===== src/logic/icache_pkg.sv =====
/*
 * Instruction cache shared sizes, address fields and packed types
 */
`default_nettype none

package icache_pkg;

  localparam int ADDR_W = 19;
  localparam int LINE_WORDS = 8;
  localparam int OFFSET_W = 3;
  localparam int SETS = 256;
  localparam int INDEX_W = 8;
  localparam int TAG_W = ADDR_W - INDEX_W - OFFSET_W;

  typedef logic [15:0] word_t;
  typedef logic [ADDR_W-1:0] addr_t;

  // Valid flag sits above the tag in one RAM word
  typedef struct packed {
    logic valid;
    logic [TAG_W-1:0] tag;
  } tag_entry_t;

  typedef struct packed {
    logic access;
    addr_t addr;
  } fetch_req_t;

  // Word address layout is {tag, index, offset}
  function automatic logic [INDEX_W-1:0] addr_index(addr_t a);
    return a[OFFSET_W +: INDEX_W];
  endfunction

  function automatic logic [TAG_W-1:0] addr_tag(addr_t a);
    return a[ADDR_W-1 -: TAG_W];
  endfunction

  function automatic logic [OFFSET_W-1:0] addr_offset(addr_t a);
    return a[OFFSET_W-1:0];
  endfunction

endpackage

`default_nettype wire


===== src/logic/icache_fill.sv =====
/*
 * Cache fill control: reset sweep of the tag entries, miss capture,
 * wrapping line fetch and per-word arrival mask
 */
`timescale 1ns/1ps
`default_nettype none

module icache_fill (
  input  wire logic                           clk,
  input  wire logic                           reset,
  input  wire logic                           enabled,
  input  wire icache_pkg::fetch_req_t         cpu_req,
  input  wire logic                           lookup_miss,
  input  wire logic                           lru_victim,
  input  wire logic                           m_ack,
  output icache_pkg::addr_t                   mem_addr,
  output logic                                mem_access,
  output logic                                filling,
  output logic [icache_pkg::INDEX_W-1:0]      fill_set,
  output logic [icache_pkg::LINE_WORDS-1:0]   filled_mask,
  output logic                                victim_way,
  output logic                                tag_wr0,
  output logic                                tag_wr1,
  output icache_pkg::tag_entry_t              tag_wr_data,
  output logic                                data_wr0,
  output logic                                data_wr1,
  output logic                                lru_wr,
  output logic                                init_busy
);

  import icache_pkg::*;

  logic [INDEX_W-1:0]  sweep_cnt;
  logic [OFFSET_W-1:0] beat_cnt;
  logic                fill_first;
  addr_t               fill_addr;
  logic                fill_start;
  logic                beat;
  logic                last_beat;
  logic                tag_wr;

  // CPU still holds the missing request, so its address is the line to fetch
  assign fill_start = lookup_miss && cpu_req.access && enabled && !filling && !init_busy;
  assign beat = filling && enabled && m_ack;
  assign last_beat = beat && (beat_cnt == OFFSET_W'(LINE_WORDS - 1));

  always_ff @(posedge clk or posedge reset) begin
    if (reset) begin
      init_busy <= 1'b1;
      sweep_cnt <= '0;
      filling <= 1'b0;
      fill_first <= 1'b0;
      beat_cnt <= '0;
      filled_mask <= '0;
      victim_way <= 1'b0;
    end else if (init_busy) begin
      sweep_cnt <= sweep_cnt + 1'b1;
      if (sweep_cnt == INDEX_W'(SETS - 1)) begin
        init_busy <= 1'b0;
      end
    end else if (fill_start) begin
      filling <= 1'b1;
      fill_first <= 1'b1;
      beat_cnt <= '0;
      filled_mask <= '0;
      victim_way <= lru_victim;
    end else if (filling) begin
      fill_first <= 1'b0;
      if (beat) begin
        beat_cnt <= beat_cnt + 1'b1;
        filled_mask[addr_offset(fill_addr)] <= 1'b1;
        if (last_beat) begin
          filling <= 1'b0;
        end
      end
    end
  end

  // Offset wraps inside the line after the critical word
  always_ff @(posedge clk) begin
    if (fill_start) begin
      fill_addr <= cpu_req.addr;
    end else if (beat) begin
      fill_addr[OFFSET_W-1:0] <= fill_addr[OFFSET_W-1:0] + 1'b1;
    end
  end

  assign mem_addr = fill_addr;
  assign mem_access = filling;
  assign fill_set = init_busy ? sweep_cnt : addr_index(fill_addr);

  // Victim goes invalid on the first fill cycle, valid again with the last word
  assign tag_wr = fill_first || last_beat;
  assign tag_wr0 = init_busy || (tag_wr && !victim_way);
  assign tag_wr1 = init_busy || (tag_wr && victim_way);
  assign tag_wr_data.valid = last_beat;
  assign tag_wr_data.tag = init_busy ? '0 : addr_tag(fill_addr);

  assign data_wr0 = beat && !victim_way;
  assign data_wr1 = beat && victim_way;
  assign lru_wr = init_busy || last_beat;

  a_beat_only_in_fill: assert property (@(posedge clk) disable iff (reset)
    !filling |=> $stable(beat_cnt));

  a_no_mem_in_init: assert property (@(posedge clk) disable iff (reset)
    init_busy |-> !mem_access && !filling);

endmodule

`default_nettype wire


===== config.mk =====
export PLATFORM = sky130hd
export DESIGN_NAME = icache_fill
export DESIGN_NICKNAME = d
export VERILOG_FILES = /design/src/logic/icache_pkg.sv /design/src/logic/icache_fill.sv
export SDC_FILE = /design/constraint.sdc
export NUM_CORES = 1
export LEC_CHECK = 0
export BUFFER_PORTS_ARGS = -buffer_cell sky130_fd_sc_hd__buf_2
export CAP_MARGIN = 30
export CORE_MARGIN = 1.5
export CORE_UTILIZATION = 40
export CTS_CLUSTER_SIZE = 24
export DETAILED_ROUTE_END_ITERATION = 12
export PLACE_DENSITY = 0.68
export SLEW_MARGIN = 20
export SYNTH_ARGS = -nofsm -noshare
export SYNTH_HDL_FRONTEND = slang
export SYNTH_SLANG_ARGS = --single-unit
export TNS_END_PERCENT = 5

===== constraint.sdc =====
create_clock -name clk -period 3.3 [get_ports clk]
set_input_delay 0.495 -clock clk [delete_from_list [all_inputs] [get_ports clk]]
set_output_delay 0.495 -clock clk [all_outputs]
set_load 0.01 [all_outputs]

==> flow_summary.toml, run 1 <==
[timing]
finalSetupViolCount = 0
hold_viol = 0
final.period_utilization = 0.682
fmax_mhz = 445
worst_pin_slew_ns = 0.601
finalSetupTns_ns = 0
finalCriticalPeriod_ns = 2.25
slew_headroom = 0.599
skew_ns = 0.00359
rsz0062_at_grt = "no"
slew_violations = 0

[synthesis]
synthesis.nets = 181
synth.most_common_cell = "dfrtp_1"
yosysUniqueCellTypes = 39
ys_async_sr_fraction = 0.548
synth_area_leaders = "edfxtp_1, dfrtp_1, mux2_2"
netlist_area_um2 = 1960
syn_avg_cell_area_um2 = 13.0
synthXorXnorAreaFrac = 0.0357
synth_top_area_share = 0.291
ys_seq_elements = 42
netlist_instances = 151
ys_warn_count = 0
synth-adder-area-share = 0.0255
synth_top_family_by_area = "simple AND/OR/NAND/NOR gates"
yosys.area_share.simple = 0.159
synth-edff-count = 19
synth_common_cells = "dfrtp_1, edfxtp_1, mux2_2"
synth_ff_type = "dfrtp_1"
synth_mux_area_frac = 0.0707
synth-compound-area-share = 0.0784
synth_largest_area_cell = "edfxtp_1"
yosysSeqAreaShare = 0.584

[floorplan]
dieHeight_um = 73.1
initial_core_util = 0.416
die_w_um = 73.1
ioPinCount = 79
dieArea_um2 = 5340
core_area_um2 = 4720
row_count = 25

[grt]
grt_overflow = 0
grt_first_pass_wirelength_um = 6380
first_global_vias = 1416
grt_antenna_before_repair = 0
grt_use_total = 0.159
grt_max_degree = 33

[setup_path]
crit_family = "flip-flops"
path_max_fanout = 32
setup.worst_path.class = "register to output port"
critPathRequiredTime_ns = 2.80
end_kind = "output port"
path_buf_inv = 1
slowest_stage = "dfstp_2"
slowest_delay_ns = 0.93
arrival_ns = 1.75
crit_chain = "mux2_2 -> buf_2"
cp-start-kind = "register"

[pwr]
p_leak_nw = 1.17
swShare = 0.290
peakVddDrop_mv = 0.232
power.density_nw_per_um2 = 493
switching_power_mw = 0.357
seq_power_share = 0.532
pwr-share-comb = 0.211
p_clk_frac = 0.257
p_int_mw = 0.873

[cells_and_area]
antenna_cells = 0
area_growth_pct = 27.0
final_util = 0.528
layout-drive-gt1-share = 0.483
nNetsFinal = 259

[clock_network]
h-tree-depth = 2
clock_latency_ns = 0.29
cts_buffer_depth = 2
cts_made_buffers = 5
post_cts_buffers = 0
cts_tree = "done"
clock_sinks = 42
cts_resized = 0
ctsHoldBuffers = 0
root_buffer = "clkbuf_8"
clkTransAtPathRegs_ns = 0.08

[route]
drtIter0Drc = 82
ant_nets = 0
vias = 1429
wl_um = 4060
dr.pass1.iters = 4
viasPerCell = 4.81
drc_errors = 0
wl_per_cell_um = 13.7

[job]
max_cap_violations = 0

[outcome]
outcome = "complete, no violations"

[worst_hold_path]
hp-class = "primary input to asynchronous set/reset pin"

[placement]
gp_congestion = 0.829
dp_hpwl_um = 2930
portBuffers = 78
==> worst register-to-register path, delay by kind of cell, from the launching register on <==
| kind | cells | cell delay (ns) |
|---|---|---|
| simple gates | 2 | 0.47 |
| flops | 1 | 0.93 |
| buf+inv | 1 | 0.15 |
| mux | 1 | 0.35 |
==> power by group through the flow <==
| stage | combinational, mW | sequential (mW) | clock, mW |
|---|---|---|---|
| finish | 0.259 | 0.654 | 0.316 |
| global route | 0.287 | 0.663 | 0.351 |
| CTS | 0.260 | 0.654 | 0.329 |
| detailed placement | 0.260 | 0.665 | 0 |
| global placement | 0.254 | 0.663 | 0 |
| floorplan | 0.168 | 0.670 | 0 |
==> per-stage QoR <==
step / setup WS (ns) / area, um2 / instances / hold WS, ns / power, mW
2_1_floorplan: 1.46 / 1960 / 151 / 0.458 / 0.838
3_3_place_gp: 1.36 / 2380 / 288 / 0.490 / 0.917
3_5_place_dp: 1.31 / 2380 / 288 / 0.488 / 0.925
4_1_cts: 1.04 / 2460 / 296 / 0.364 / 1.24
5_1_grt: 0.956 / 2490 / 297 / 0.143 / 1.30
6_report: 1.05 / 2490 / 297 / 0.134 / 1.23
==> logic make-up after synthesis <==
family | Yosys count
muxes | 12
adders and majority gates | 4
DFF | 42
AOI/OAI and AO/OA | 20
and+or+nand+nor | 49
xor gates and xnor gates | 8
buffers and inverters | 16
==> worst paths after layout <==
kind	from	endpoint	slack, ns	depth (start not counted)
max	init_busy	fill_set[0]	1.05	2
min	reset	filled_mask[4]	0.13	2
max reg2reg	init_busy	victim_way	1.31	4
min reg2reg	sweep_cnt[7]	sweep_cnt[7]	0.50	1
max in group asynchronous	reset	init_busy	2.69	3
min in group clk	cpu_req[11]	mem_addr[11]	0.38	1
==> area by class of cell <==
class	count	area [um2]
clock buffers	5	68.8
clock inverters	3	16.3
fillers	425	2230
inverters	8	32.5
multi-input cells	93	726
flip-flops and latches	42	1150
well taps	67	83.8
repair buffers	79	418
==> cell usage in the layout (no fill, tap or decap), types with 4 or more instances in the layout <==
master,n
ha_1,4
dfrtp_1,22
clkbuf_8,5
nor3_1,4
mux2_2,10
nor3_2,4
a211oi_2,4
xnor2_1,5
edfxtp_1,19
nor2b_1,8
buf_2,78
nand2_1,7
inv_1,7
o21ai_0,4
nand4_1,4
nor2_1,7
==> state kept, by name (all words and copies together) (netlist names) <==
signal       count
mem_addr        19
sweep_cnt        8
filled_mask      8
filling          1
fill_first       1
beat_cnt         3
init_busy        1
victim_way       1
==> routing by layer <==
| metal | global-route usage | share of wire | vias to the layer above |
|---|---|---|---|
| li1 | - | - | 688 |
| met1 | 0.183 | 0.43 | 692 |
| met2 | 0.269 | 0.51 | 44 |
| met3 | 0.0552 | 0.052 | 5 |
| met4 | 0.0671 | 0.016 | 0 |
| met5 | 0 | 0 | - |
(Power assumes the default switching activity.)
==> run 2: changes to the inputs <==
Settings changed: PLACE_DENSITY 0.68 to 0.71.
Clock period 3.3 ns to 2.06 ns, I/O delays scaled along.
==> run 2 against run 1 <==
Compared with the run above:
- power grew 61%
- count of clock-buffer cells in the layout is 1 higher
- critical path depth is 1 higher
- cell count grew 0.67%
- critical path type unchanged
==> flow_summary.toml, run 2 (synthesis results as in run 1) <==
[grt]
grt_max_degree = 28
grt_antenna_before_repair = 0
first_global_vias = 1386
grt_overflow = 0
grt_use_total = 0.163
grt_first_pass_wirelength_um = 6600

[clock_network]
root_buffer = "clkbuf_8"
clock_sinks = 42
cts_buffer_depth = 2
clock_latency_ns = 0.29
ctsHoldBuffers = 0
cts_tree = "done"
clkTransAtPathRegs_ns = 0.08
post_cts_buffers = 0
h-tree-depth = 2
cts_made_buffers = 5

[setup_path]
slowest_delay_ns = 0.69
crit_chain = "buf_12 -> mux2_2 -> buf_2"
end_kind = "output port"
setup.worst_path.class = "register to output port"
cp-start-kind = "register"
arrival_ns = 1.67
crit_family = "flip-flops"
path_buf_inv = 2
path_max_fanout = 22
critPathRequiredTime_ns = 1.75
slowest_stage = "dfstp_2"

[cells_and_area]
nNetsFinal = 261
area_growth_pct = 27.4
largest_reg_flops = 19
stdcell_count = 299
final_common_cell = "buf_2"
final_cell_mix = "buf_2, dfrtp_1, edfxtp_1, mux2_2, nor2b_1"
fillers = 423
antenna_cells = 0
layout-drive-gt1-share = 0.487

[timing]
skew_ns = 0.00378
rsz0062_at_grt = "no"
slew_headroom = 0.733
hold_viol = 0
whs_ns = 0.0478
finalSetupViolCount = 0
finalCriticalPeriod_ns = 1.98
slew_violations = 0
fmax_mhz = 506
worst_pin_slew_ns = 0.395
final.period_utilization = 0.960
finalSetupTns_ns = 0

[floorplan]
dieArea_um2 = 5340
row_count = 25
dieHeight_um = 73.1
ioPinCount = 79
initial_core_util = 0.416
core_area_um2 = 4720
die_w_um = 73.1

[route]
drtIter0Drc = 48
wl_um = 4150
dr.pass1.iters = 4
vias = 1415
viasPerCell = 4.73
wl_per_cell_um = 13.9
ant_nets = 0
drc_errors = 0

[placement]
portBuffers = 78
gp_congestion = 0.734
dp_hpwl_um = 3080
dp_cells = 291

[pwr]
switching_power_mw = 0.582
pwr-share-comb = 0.208
power.density_nw_per_um2 = 794
finalPower_mw = 1.98
swShare = 0.293
seq_power_share = 0.528
peakVddDrop_mv = 0.451
p_int_mw = 1.40
p_clk_frac = 0.263
p_leak_nw = 1.17

[outcome]
outcome = "complete, no violations"

[worst_hold_path]
hp-class = "primary input to asynchronous set/reset pin"

[job]
max_cap_violations = 0
[run 2: area by class of cell]
class	count	area, um2	share of cell area
clock inverter	2	13.8	0.00550
multi-input combinational	93	726	0.290
tap	67	83.8	0.0335
inverter	8	32.5	0.0130
timing repair buffer	81	425	0.170
sequential	42	1150	0.459
clock buffer	6	72.6	0.0290
[run 2: repair_timing]
item | 4_1_cts | 5_1_grt
endpoints found under the setup margin | 0 | 1
resized for setup | 0 | 1
endpoints found under the hold margin | 0 | 0
[run 2: worst register-to-register path: cells and delay by family (launching register included)]
kind	cells	cell delay [ns]
multiplexers	1	0.34
AND/OR/NAND/NOR	2	0.43
flip-flops	1	0.69
buffers and inverters	1	0.14
[run 2: final timing paths]
path | from | endpoint | slack (ns) | cells after the start
max | init_busy | fill_set[1] | 0.08 | 3
min | reset | sweep_cnt[1] | 0.05 | 3
max reg2reg | init_busy | victim_way | 0.36 | 4
min reg2reg | sweep_cnt[7] | sweep_cnt[7] | 0.50 | 1
max in group asynchronous | reset | init_busy | 1.73 | 3
min in group clk | cpu_req[14] | mem_addr[14] | 0.19 | 1
[run 2: through the flow]
| step | worst slack [ns] | util | area, um2 |
|---|---|---|---|
| global route | 0.0162 | 0.530 | 2500 |
| global placement | 0.393 | 0.511 | 2410 |
| finish | 0.0829 | 0.530 | 2500 |
| floorplan | 0.408 | - | 1960 |
| detailed placement | 0.359 | 0.511 | 2410 |
| CTS | 0.0656 | 0.530 | 2500 |
[run 2: per-layer routing]
layer  GRT usage  up-vias  share of wire
li1            -      695              -
met1       0.204      679           0.43
met2       0.272       36           0.51
met3      0.0414        5          0.042
met4      0.0587        0          0.015
met5           0        -              0
[run 2: power by group through the flow]
stage | combinational (mW) | sequential, mW | clock, mW
5_1_grt | 0.466 | 1.06 | 0.573
3_5_place_dp | 0.419 | 1.07 | 0
6_report | 0.413 | 1.05 | 0.523
4_1_cts | 0.420 | 1.05 | 0.535
3_3_place_gp | 0.410 | 1.06 | 0
2_1_floorplan | 0.269 | 1.07 | 0
