### src/logic/dp_ram.sv
/*
 * Dual-port RAM, one registered read port and one write port,
 * with a type parameter for the stored payload
 */
`timescale 1ns/1ps
`default_nettype none

module dp_ram #(
  parameter int DEPTH = 256,
  parameter type payload_t = logic
) (
  input  wire logic                     clk,
  input  wire logic [$clog2(DEPTH)-1:0] rd_addr,
  output payload_t                      rd_data,
  input  wire logic                     wr_en,
  input  wire logic [$clog2(DEPTH)-1:0] wr_addr,
  input  wire payload_t                 wr_data
);

  payload_t mem [DEPTH];

  always_ff @(posedge clk) begin
    if (wr_en) begin
      mem[wr_addr] <= wr_data;
    end
  end

  // A read on the writing edge returns the new payload
  always_ff @(posedge clk) begin
    if (wr_en && wr_addr == rd_addr) begin
      rd_data <= wr_data;
    end else begin
      rd_data <= mem[rd_addr];
    end
  end

endmodule

`default_nettype wire

### config.mk
export PLATFORM = sky130hd
export DESIGN_NAME = dp_ram
export DESIGN_NICKNAME = d
export VERILOG_FILES = /design/src/logic/dp_ram.sv
export SDC_FILE = /design/constraint.sdc
export NUM_CORES = 1
export LEC_CHECK = 0
export BUFFER_PORTS_ARGS = -buffer_cell sky130_fd_sc_hd__buf_2
export CAP_MARGIN = 20
export CORE_ASPECT_RATIO = 0.7
export CORE_MARGIN = 5
export CORE_UTILIZATION = 30
export DETAILED_ROUTE_END_ITERATION = 10
export GPL_ROUTABILITY_DRIVEN = 0
export PLACE_DENSITY = 0.5
export SLEW_MARGIN = 10
export SYNTH_ARGS = -nofsm -noshare
export SYNTH_HDL_FRONTEND = slang
export SYNTH_SLANG_ARGS = --single-unit
### constraint.sdc
create_clock -name clk -period 5.8 [get_ports clk]
set_input_delay 0.29 -clock clk [delete_from_list [all_inputs] [get_ports clk]]
set_output_delay 0.29 -clock clk [all_outputs]
set_load 0.02 [all_outputs]
==> results of run 1 <==
-- per-stage QoR --
step | util (%) | worst slack, ps
after detailed placement | 31.8 | 2330
after CTS | 34.2 | 1740
after floorplan | - | 3390
after global placement | 31.6 | 2400
after global routing | 34.2 | 1580
final | 34.2 | 1780
-- area by class of cell --
cell class / instances / area [µm²] / area share [%]
flip-flops and latches: 264 / 7860 / 61.8
multi-input cells: 474 / 3140 / 24.7
clock buffers: 45 / 793 / 6.24
well taps: 488 / 611 / 4.81
repair buffers: 35 / 277 / 2.18
clock inverters: 4 / 23.8 / 0.187
inverters: 1 / 3.75 / 0.0295
-- where the power goes --
group | internal (W) | total, W | switching [W] | leakage [nW]
combinational | 0.0000687 | 0.000190 | 0.000122 | 1.07
clock | 0.000928 | 0.00164 | 0.000714 | 0.400
sequential | 0.00210 | 0.00212 | 0.0000226 | 2.37
total | 0.00309 | 0.00395 | 0.000858 | 3.84
-- routing by layer --
layer	global-route usage [%]	vias up	share of wire, %
li1	-	2956	-
met1	20.6	3426	49
met2	21.2	163	44
met3	2.55	35	5.0
met4	2.88	0	1.6
met5	0	-	0
-- synthesized netlist by cell type (all sizes together) (5+ instances only) --
cell / number / area share (%)
a22o: 6 / 0.47
a22oi: 8 / 0.53
buf: 17 / 1.1
clkbuf: 39 / 1.3
dfxtp: 8 / 1.4
edfxtp: 256 / 68
mux2i: 51 / 4.5
mux4: 42 / 8.4
nand2: 23 / 0.77
nand3: 12 / 0.53
nor2: 268 / 8.9
nor2b: 9 / 0.50
nor4: 5 / 0.28
o22ai: 23 / 1.3
-- cells by family after synthesis --
| group | synth area share, % |
|---|---|
| simple gates | 11.8 |
| compound gates | 3.08 |
| mux | 13.0 |
| flops | 69.6 |
| buf+inv | 2.46 |
-- worst max path at each step --
stage	end	startpoint	depth (start not counted)
global route	rd_data	register	8
finish	rd_data	register	8
CTS	rd_data	register	8
floorplan	rd_data	register	9
detailed placement	rd_data	register	8
global placement	rd_data	register	8
-- placed cells by master (no fill, tap or decap), types with 3 or more instances in the layout --
cell and instances:
nor2_1 268, edfxtp_1 256, mux2i_1 51, mux4_2 42, clkbuf_16 27, nand2_1 23, o22ai_1 23, buf_2 18
clkbuf_1 13, nand3_1 12, nor2b_1 9, a22oi_1 8, dlygate4sd3_1 8, a22o_1 6, dfxtp_1 6, nor4_1 5
clkbuf_8 5, buf_4 5, nand3b_1 3, a31oi_1 3, nor3_1 3, clkinv_2 3
-- what timing repair did --
action / in CTS / in global routing
endpoints found under the setup margin: 0 / 0
hold endpoints to repair: 8 / 0
hold buffers: 8 / 0
resized for setup: 0 / 0
==> flow_metrics.env, run 1 <==
export IMPL_fill_cells=3615
export IMPL_ctsHtreeMaxLevel=1
export IMPL_drt_iter0_markers=706
export IMPL_syn_instance_count=795
export IMPL_maxSlewHeadroom_pct=29.8
export IMPL_setup_tns_ps=0
export IMPL_ys_warn_count=0
export IMPL_min_delay_path_depth=1
export IMPL_clock_root_buffer="clkbuf_16"
export IMPL_seq_area_frac_synth_pct=69.6
export IMPL_rows=59
export IMPL_avgSynthCellArea_um2=14.2
export IMPL_grt_max_degree=116
export IMPL_period_needed_ps=4020
export IMPL_async_flop_share_pct=0
export IMPL_cp_cell_sequence="buf_4 > nand3b_1 > o22ai_1 > nor3_1 > a2111oi_0 > a311oi_1 > a22oi_1 > buf_2"
export IMPL_gr_usage_all_layers_pct=13.8
export IMPL_cts_tree="done"
export IMPL_status="complete, no violations"
export IMPL_cp_required_ps=5510
export IMPL_largest_reg_flops=256
export IMPL_synth_area_um2=11300
export IMPL_maxCapViolCount=0
export IMPL_ys_flop_type="edfxtp_1"
export IMPL_place_hpwl_um=17000
export IMPL_route_vias_total=6580
export IMPL_slowest_stage="dfxtp_4"
export IMPL_grt_pass1_wl_um=43000
export IMPL_slew_viol_final=0
export IMPL_whs_endpoint="mem[249]"
export IMPL_drc=0
export IMPL_power_density_nw_per_um2=311
export IMPL_regMostFlops="mem"
export IMPL_finalHoldViolations=0
export IMPL_crit_family="flip-flops"
export IMPL_numCtsBuffers=27
export IMPL_min_from="wr_data"
export IMPL_die_h_um=172
export IMPL_vias_per_cell=5.02
export IMPL_end_kind="output pin"
export IMPL_syn_num_nets=814
export IMPL_slowest_delay_ps=930
export IMPL_rsz0062_at_grt="false"
export IMPL_die_area_um2=41600
export IMPL_fmax_ghz=0.249
export IMPL_crit_path_max_fanout=48
export IMPL_grt_remaining_overflow=0
export IMPL_top_regs="mem (256)"
export IMPL_path_class="register to output pin"
export IMPL_place_area_um2=11800
export IMPL_holdWs_ps=277
export IMPL_setup_violations=0
export IMPL_nNetsFinal=822
export IMPL_clk_path_buf_depth=3
export IMPL_p_leak_nw=3.84
export IMPL_syn2layout_area_growth_pct=12.8
export IMPL_synth_seq_cells=264
export IMPL_ant_nets=0
export IMPL_cp_num_buf_inv=2
export IMPL_place_inst=1253
export IMPL_drive_gt1_share_pct=13.1
export IMPL_start_util_pct=30.3
export IMPL_wl_per_cell_um=22.0
export IMPL_grt_pass1_vias=6476
export IMPL_clkTransAtPathRegs_ps=60
export IMPL_start_kind="register"
export IMPL_wl_um=28900
export IMPL_fp_coreArea_um2=37100
export IMPL_numPortBuffers=19
export IMPL_die_x_um=242
export IMPL_synthDistinctLibCells=35
export IMPL_diodes=0
export IMPL_grt_antenna_before_repair=0
export IMPL_ir_worst_vdd_mv=0.181
export IMPL_first_pass_iters=5
export IMPL_worst_pin_slew_ps=1050
export IMPL_hold_class="primary input to register"
export IMPL_finalNonFillerCells=1311
export IMPL_ioPinCount=20
export IMPL_power_w=0.00395
export IMPL_crit_arrival_ps=3730
export IMPL_synth_edff_count=256
export IMPL_post_cts_buffers=0
export IMPL_clock_sinks=264
export IMPL_stdcell_area_um2=12700
export IMPL_post_route_period_util_pct=69.3
No activity file was read; power rests on OpenSTA's default activity.
==> run 2, diff against run 1 <==
--- a/config.mk
+++ b/config.mk
@@ -12,7 +12,7 @@
 export CORE_UTILIZATION = 30
 export DETAILED_ROUTE_END_ITERATION = 10
 export GPL_ROUTABILITY_DRIVEN = 0
-export PLACE_DENSITY = 0.5
+export PLACE_DENSITY = 0.52
 export SLEW_MARGIN = 10
 export SYNTH_ARGS = -nofsm -noshare
 export SYNTH_HDL_FRONTEND = slang
==> constraint.sdc (replaced) <==
create_clock -name clk -period 3.6 [get_ports clk]
set_input_delay 0.18 -clock clk [delete_from_list [all_inputs] [get_ports clk]]
set_output_delay 0.18 -clock clk [all_outputs]
set_load 0.02 [all_outputs]
==> run 2 against run 1 <==
  * Core utilization is 0.27 points higher
  * Worst setup slack worse by 1600 ps
  * Sequential power is 60% higher
  * Cell count is 0.69% higher
  * Critical path depth is 1 lower
==> flow_metrics.env, run 2 (same netlist as run 1, synthesis figures left out) <==
export IMPL_path_class="register to output pin"
export IMPL_final_core_util_pct=34.5
export IMPL_vias_per_cell=5.04
export IMPL_maxSlewHeadroom_pct=30.4
export IMPL_place_area_um2=11900
export IMPL_p_leak_nw=3.90
export IMPL_slew_viol_final=0
export IMPL_multi_input_area_um2=3140
export IMPL_fp_coreArea_um2=37100
export IMPL_ant_nets=0
export IMPL_regArea_um2=7860
export IMPL_first_pass_iters=5
export IMPL_grt_met3_usage_pct=2.53
export IMPL_cp_num_buf_inv=2
export IMPL_maxCapViolCount=0
export IMPL_layout_commonest_cell="nor2_1"
export IMPL_fill_cells=3636
export IMPL_largest_reg_flops=256
export IMPL_switching_share_pct=21.8
export IMPL_clk_path_buf_depth=3
export IMPL_stdcell_area_um2=12800
export IMPL_start_util_pct=30.3
export IMPL_gr_usage_all_layers_pct=14.0
export IMPL_fmax_ghz=0.296
export IMPL_route_vias_total=6657
export IMPL_seq_power_share_pct=52.6
export IMPL_numCtsBuffers=27
export IMPL_cts_tree="done"
export IMPL_drc=0
export IMPL_p_switching_w=0.00141
export IMPL_slowest_delay_ps=650
export IMPL_numPortBuffers=19
export IMPL_die_area_um2=41600
export IMPL_grt_pass1_vias=6715
export IMPL_clkTransAtPathRegs_ps=60
export IMPL_die_x_um=242
export IMPL_hold_class="primary input to register"
export IMPL_top_regs="mem (256)"
export IMPL_regMostFlops="mem"
export IMPL_worst_pin_slew_ps=1040
export IMPL_period_needed_ps=3370
export IMPL_wl_um=29000
export IMPL_holdWs_ps=118
export IMPL_grt_pass1_wl_um=44000
export IMPL_grtUsageMet1_pct=20.5
export IMPL_p_clk_share_pct=42.3
export IMPL_clock_sinks=264
export IMPL_crit_arrival_ps=3190
export IMPL_top_usage_layer="met2"
export IMPL_status="complete, no violations"
export IMPL_comb_power_share_pct=5.1
export IMPL_cp_required_ps=3420
export IMPL_place_hpwl_um=16900
export IMPL_drive_gt1_share_pct=14.3
export IMPL_grt_max_degree=113
export IMPL_setup_violations=0
export IMPL_rows=59
export IMPL_crit_path_max_fanout=14
export IMPL_post_route_period_util_pct=93.7
export IMPL_power_density_nw_per_um2=505
export IMPL_setup_tns_ps=0
export IMPL_wl_per_cell_um=22.0
export IMPL_finalHoldViolations=0
export IMPL_clock_root_buffer="clkbuf_16"
export IMPL_ir_worst_vdd_mv=0.301
export IMPL_p_int_w=0.00506
export IMPL_drt_iter0_markers=674
export IMPL_cp_cell_sequence="buf_4 > mux4_2 > a22oi_1 > a2111oi_0 > a311oi_1 > a22oi_1 > buf_2"
export IMPL_rsz0062_at_grt="false"
export IMPL_start_kind="register"
export IMPL_grt_antenna_before_repair=0
export IMPL_diodes=0
export IMPL_power_w=0.00647
export IMPL_end_kind="output pin"
export IMPL_ctsHtreeMaxLevel=1
export IMPL_die_h_um=172
export IMPL_crit_family="compound AO/OA/AOI/OAI gates"
export IMPL_syn2layout_area_growth_pct=13.7
export IMPL_slowest_stage="dfxtp_1"
export IMPL_grt_remaining_overflow=0
export IMPL_grt_use_met2_pct=22.1
export IMPL_final_cell_mix="nor2_1 (268), edfxtp_1 (256), mux2i_1 (51), mux4_2 (42), clkbuf_16 (27)"
export IMPL_nNetsFinal=832
export IMPL_ioPinCount=20
export IMPL_crit_top_cell="a22oi_1"
## run 2: cell count changes in the layout (fill, tap and decap cells not counted), sizes merged
| cell | change |
|---|---|
| buf | +10 |
| bufinv | +2 |
| clkbuf | -9 |
| clkinv | +5 |
| clkinvlp | +1 |
## run 2: metrics by stage
step	instances	setup slack, ps
after floorplan	795	1300
after global placement	1263	724
after detailed placement	1263	721
after CTS	1319	144
after global routing	1320	12.7
final	1320	227
## run 2: per-layer routing
| layer | wire length, µm | share of wire [%] | vias to the layer above |
|---|---|---|---|
| met3 | 1740 | 6.0 | 35 |
| met2 | 13000 | 45 | 171 |
| met1 | 13800 | 48 | 3476 |
| met5 | 0 | 0 | - |
| li1 | - | - | 2975 |
| met4 | 445 | 1.5 | 0 |
## run 2: power groups by stage
stage | logic [W] | registers [W] | clock network [W]
2_1_floorplan | 0.000198 | 0.00345 | 0
3_3_place_gp | 0.000318 | 0.00347 | 0
3_5_place_dp | 0.000320 | 0.00347 | 0
4_1_cts | 0.000328 | 0.00341 | 0.00280
5_1_grt | 0.000359 | 0.00340 | 0.00293
6_report | 0.000333 | 0.00340 | 0.00273
## run 2: final timing paths
| check | startpoint | to | slack, ps | cells past startpoint |
|---|---|---|---|---|
| setup / recovery | register | rd_data | 230 | 7 |
| hold / removal | wr_addr[1] | mem[195] | 120 | 3 |
## run 2: repair_timing
action / CTS / global route
setup endpoints to repair: 0 / 1
buffers inserted: 0 / 1
resized for setup: 0 / 0
hold endpoints to repair: 8 / 0
hold buffers: 8 / 0
## run 2: layout make-up
type,count,area share (%)
well taps,488,4.77
inverters,1,0.0293
multi-input cells,474,24.5
repair buffers,45,2.76
flip-flops and latches,264,61.3
clock inverters,12,0.869
clock buffers,36,5.70
==> run 3, diff against run 2 <==
--- a/config.mk
+++ b/config.mk
@@ -8,12 +8,12 @@
 export BUFFER_PORTS_ARGS = -buffer_cell sky130_fd_sc_hd__buf_2
 export CAP_MARGIN = 20
 export CORE_ASPECT_RATIO = 0.7
-export CORE_MARGIN = 5
+export CORE_MARGIN = 2
 export CORE_UTILIZATION = 30
 export DETAILED_ROUTE_END_ITERATION = 10
 export GPL_ROUTABILITY_DRIVEN = 0
 export PLACE_DENSITY = 0.52
-export SLEW_MARGIN = 10
+export SLEW_MARGIN = 15
 export SYNTH_ARGS = -nofsm -noshare
 export SYNTH_HDL_FRONTEND = slang
 export SYNTH_SLANG_ARGS = --single-unit
==> constraint.sdc (replaced) <==
create_clock -name clk -period 3.6 [get_ports clk]
set_input_delay 0 -clock clk [delete_from_list [all_inputs] [get_ports clk]]
set_output_delay 0 -clock clk [all_outputs]
set_load 0.02 [all_outputs]
==> run 3 against run 2 <==
  * Die area shrank 5.9%
  * Worst setup slack gained 130 ps
  * Combinational power shrank 5%
  * Power grew 0.50%
  * Non-clock buffer count shrank 6
  * Critical path type unchanged
  * Largest cell class unchanged
==> flow_metrics.env, run 3 (same netlist as run 1, synthesis figures left out) <==
export IMPL_status="complete, no violations"
export IMPL_place_area_um2=11800
export IMPL_grt_remaining_overflow=0
export IMPL_cts_tree="done"
export IMPL_drc=0
export IMPL_whs_endpoint="mem[246]"
export IMPL_stdcell_area_um2=12800
export IMPL_die_x_um=236
export IMPL_rsz0062_at_grt="false"
export IMPL_fmax_ghz=0.309
export IMPL_ir_worst_vdd_mv=0.330
export IMPL_maxCapViolCount=0
export IMPL_cp_required_ps=3600
export IMPL_die_area_um2=39200
export IMPL_power_density_nw_per_um2=508
export IMPL_crit_arrival_ps=3240
export IMPL_ioPinCount=20
export IMPL_setup_slack_ps=362
export IMPL_clock_sinks=264
export IMPL_grt_antenna_before_repair=0
export IMPL_regMostFlops="mem"
export IMPL_final_cell_mix="nor2_1 (268), edfxtp_1 (256), mux2i_1 (51), mux4_2 (42), clkbuf_16 (27)"
export IMPL_setup_tns_ps=0
export IMPL_worst_pin_slew_ps=1130
export IMPL_path_class="register to output pin"
export IMPL_hold_class="primary input to register"
export IMPL_clk_path_buf_depth=3
export IMPL_route_vias_total=6564
export IMPL_min_from="wr_data"
export IMPL_period_needed_ps=3240
export IMPL_pre_cts_slack_ps=899
export IMPL_place_hpwl_um=16400
export IMPL_start_kind="register"
export IMPL_ctsHtreeMaxLevel=1
export IMPL_diodes=0
export IMPL_cp_cell_sequence="mux4_2 > mux4_2 > mux2i_1 > o22ai_1 > a21oi_1 > a22oi_1 > buf_2"
export IMPL_maxSlewHeadroom_pct=24.3
export IMPL_nNetsFinal=826
export IMPL_clkTransAtPathRegs_ps=60
export IMPL_syn2layout_area_growth_pct=13.4
export IMPL_min_delay_path_depth=1
export IMPL_top_regs="mem (256)"
export IMPL_end_kind="output pin"
export IMPL_drt_iter0_markers=705
export IMPL_finalHoldViolations=0
export IMPL_vias_per_cell=4.99
export IMPL_p_leak_nw=3.88
export IMPL_slowest_stage="dfxtp_4"
export IMPL_holdBufCountCts=8
export IMPL_ant_nets=0
export IMPL_setup_violations=0
export IMPL_grt_pass1_wl_um=41700
export IMPL_layout_commonest_cell="nor2_1"
export IMPL_numCtsBuffers=27
export IMPL_first_pass_iters=5
export IMPL_crit_path_max_fanout=26
export IMPL_post_route_period_util_pct=90.0
export IMPL_drive_gt1_share_pct=13.4
export IMPL_slowest_delay_ps=670
export IMPL_die_h_um=166
export IMPL_start_util_pct=30.4
export IMPL_wl_per_cell_um=20.9
export IMPL_grt_pass1_vias=6453
export IMPL_clock_root_buffer="clkbuf_16"
export IMPL_crit_top_cell="mux4_2"
export IMPL_gr_usage_all_layers_pct=14.1
export IMPL_post_cts_buffers=0
export IMPL_slew_viol_final=0
export IMPL_grt_max_degree=125
export IMPL_rows=59
export IMPL_post_cts_resized=0
export IMPL_largest_reg_flops=256
export IMPL_fp_coreArea_um2=37100
export IMPL_numPortBuffers=19
export IMPL_wl_um=27500
export IMPL_final_core_util_pct=34.5
[run 3: final cells by class]
type | count | area (µm²)
Clock buffer | 35 | 706
Clock inverter | 14 | 145
Fill cell | 3632 | 24300
Inverter | 1 | 3.75
Multi-Input combinational cell | 474 | 3140
Sequential cell | 264 | 7860
Tap cell | 488 | 611
Timing Repair Buffer | 39 | 320
[run 3: worst max-delay path: cells and delay by family, from the launching register on]
family                 cells  cell delay (ps)
muxes                      3             1270
DFF                        1              670
AOI/OAI and AO/OA          3              540
buffers and inverters      1              190
[run 3: per-layer routing]
layer	GRT usage, %	routed length [µm]	vias to the layer above
li1	-	-	2970
met1	21.5	13300	3381
met2	21.0	11900	173
met3	2.74	1770	40
met4	2.91	466	0
met5	0	0	-
[run 3: how the worst max path moves through the flow]
stage / from / cells after the start / slack (ps) / endpoint
detailed placement: register / 7 / 900 / rd_data
global route: register / 7 / 90 / rd_data
global placement: register / 7 / 900 / rd_data
floorplan: register / 9 / 1480 / rd_data
CTS: register / 7 / 300 / rd_data
finish: register / 7 / 360 / rd_data
[run 3: where the power goes]
| part | leakage (nW) | total (W) | internal (W) | switching [W] |
|---|---|---|---|---|
| combinational | 1.09 | 0.000316 | 0.000117 | 0.000199 |
| sequential | 2.37 | 0.00340 | 0.00338 | 0.0000256 |
| clock | 0.415 | 0.00278 | 0.00159 | 0.00118 |
[run 3: through the flow]
stage	total power, W	cells	hold WS [ps]
5_1_grt	0.00673	1315	55.6
3_3_place_gp	0.00378	1256	105
4_1_cts	0.00657	1313	40.2
2_1_floorplan	0.00365	795	27.7
6_report	0.00650	1315	21.4
3_5_place_dp	0.00378	1256	104
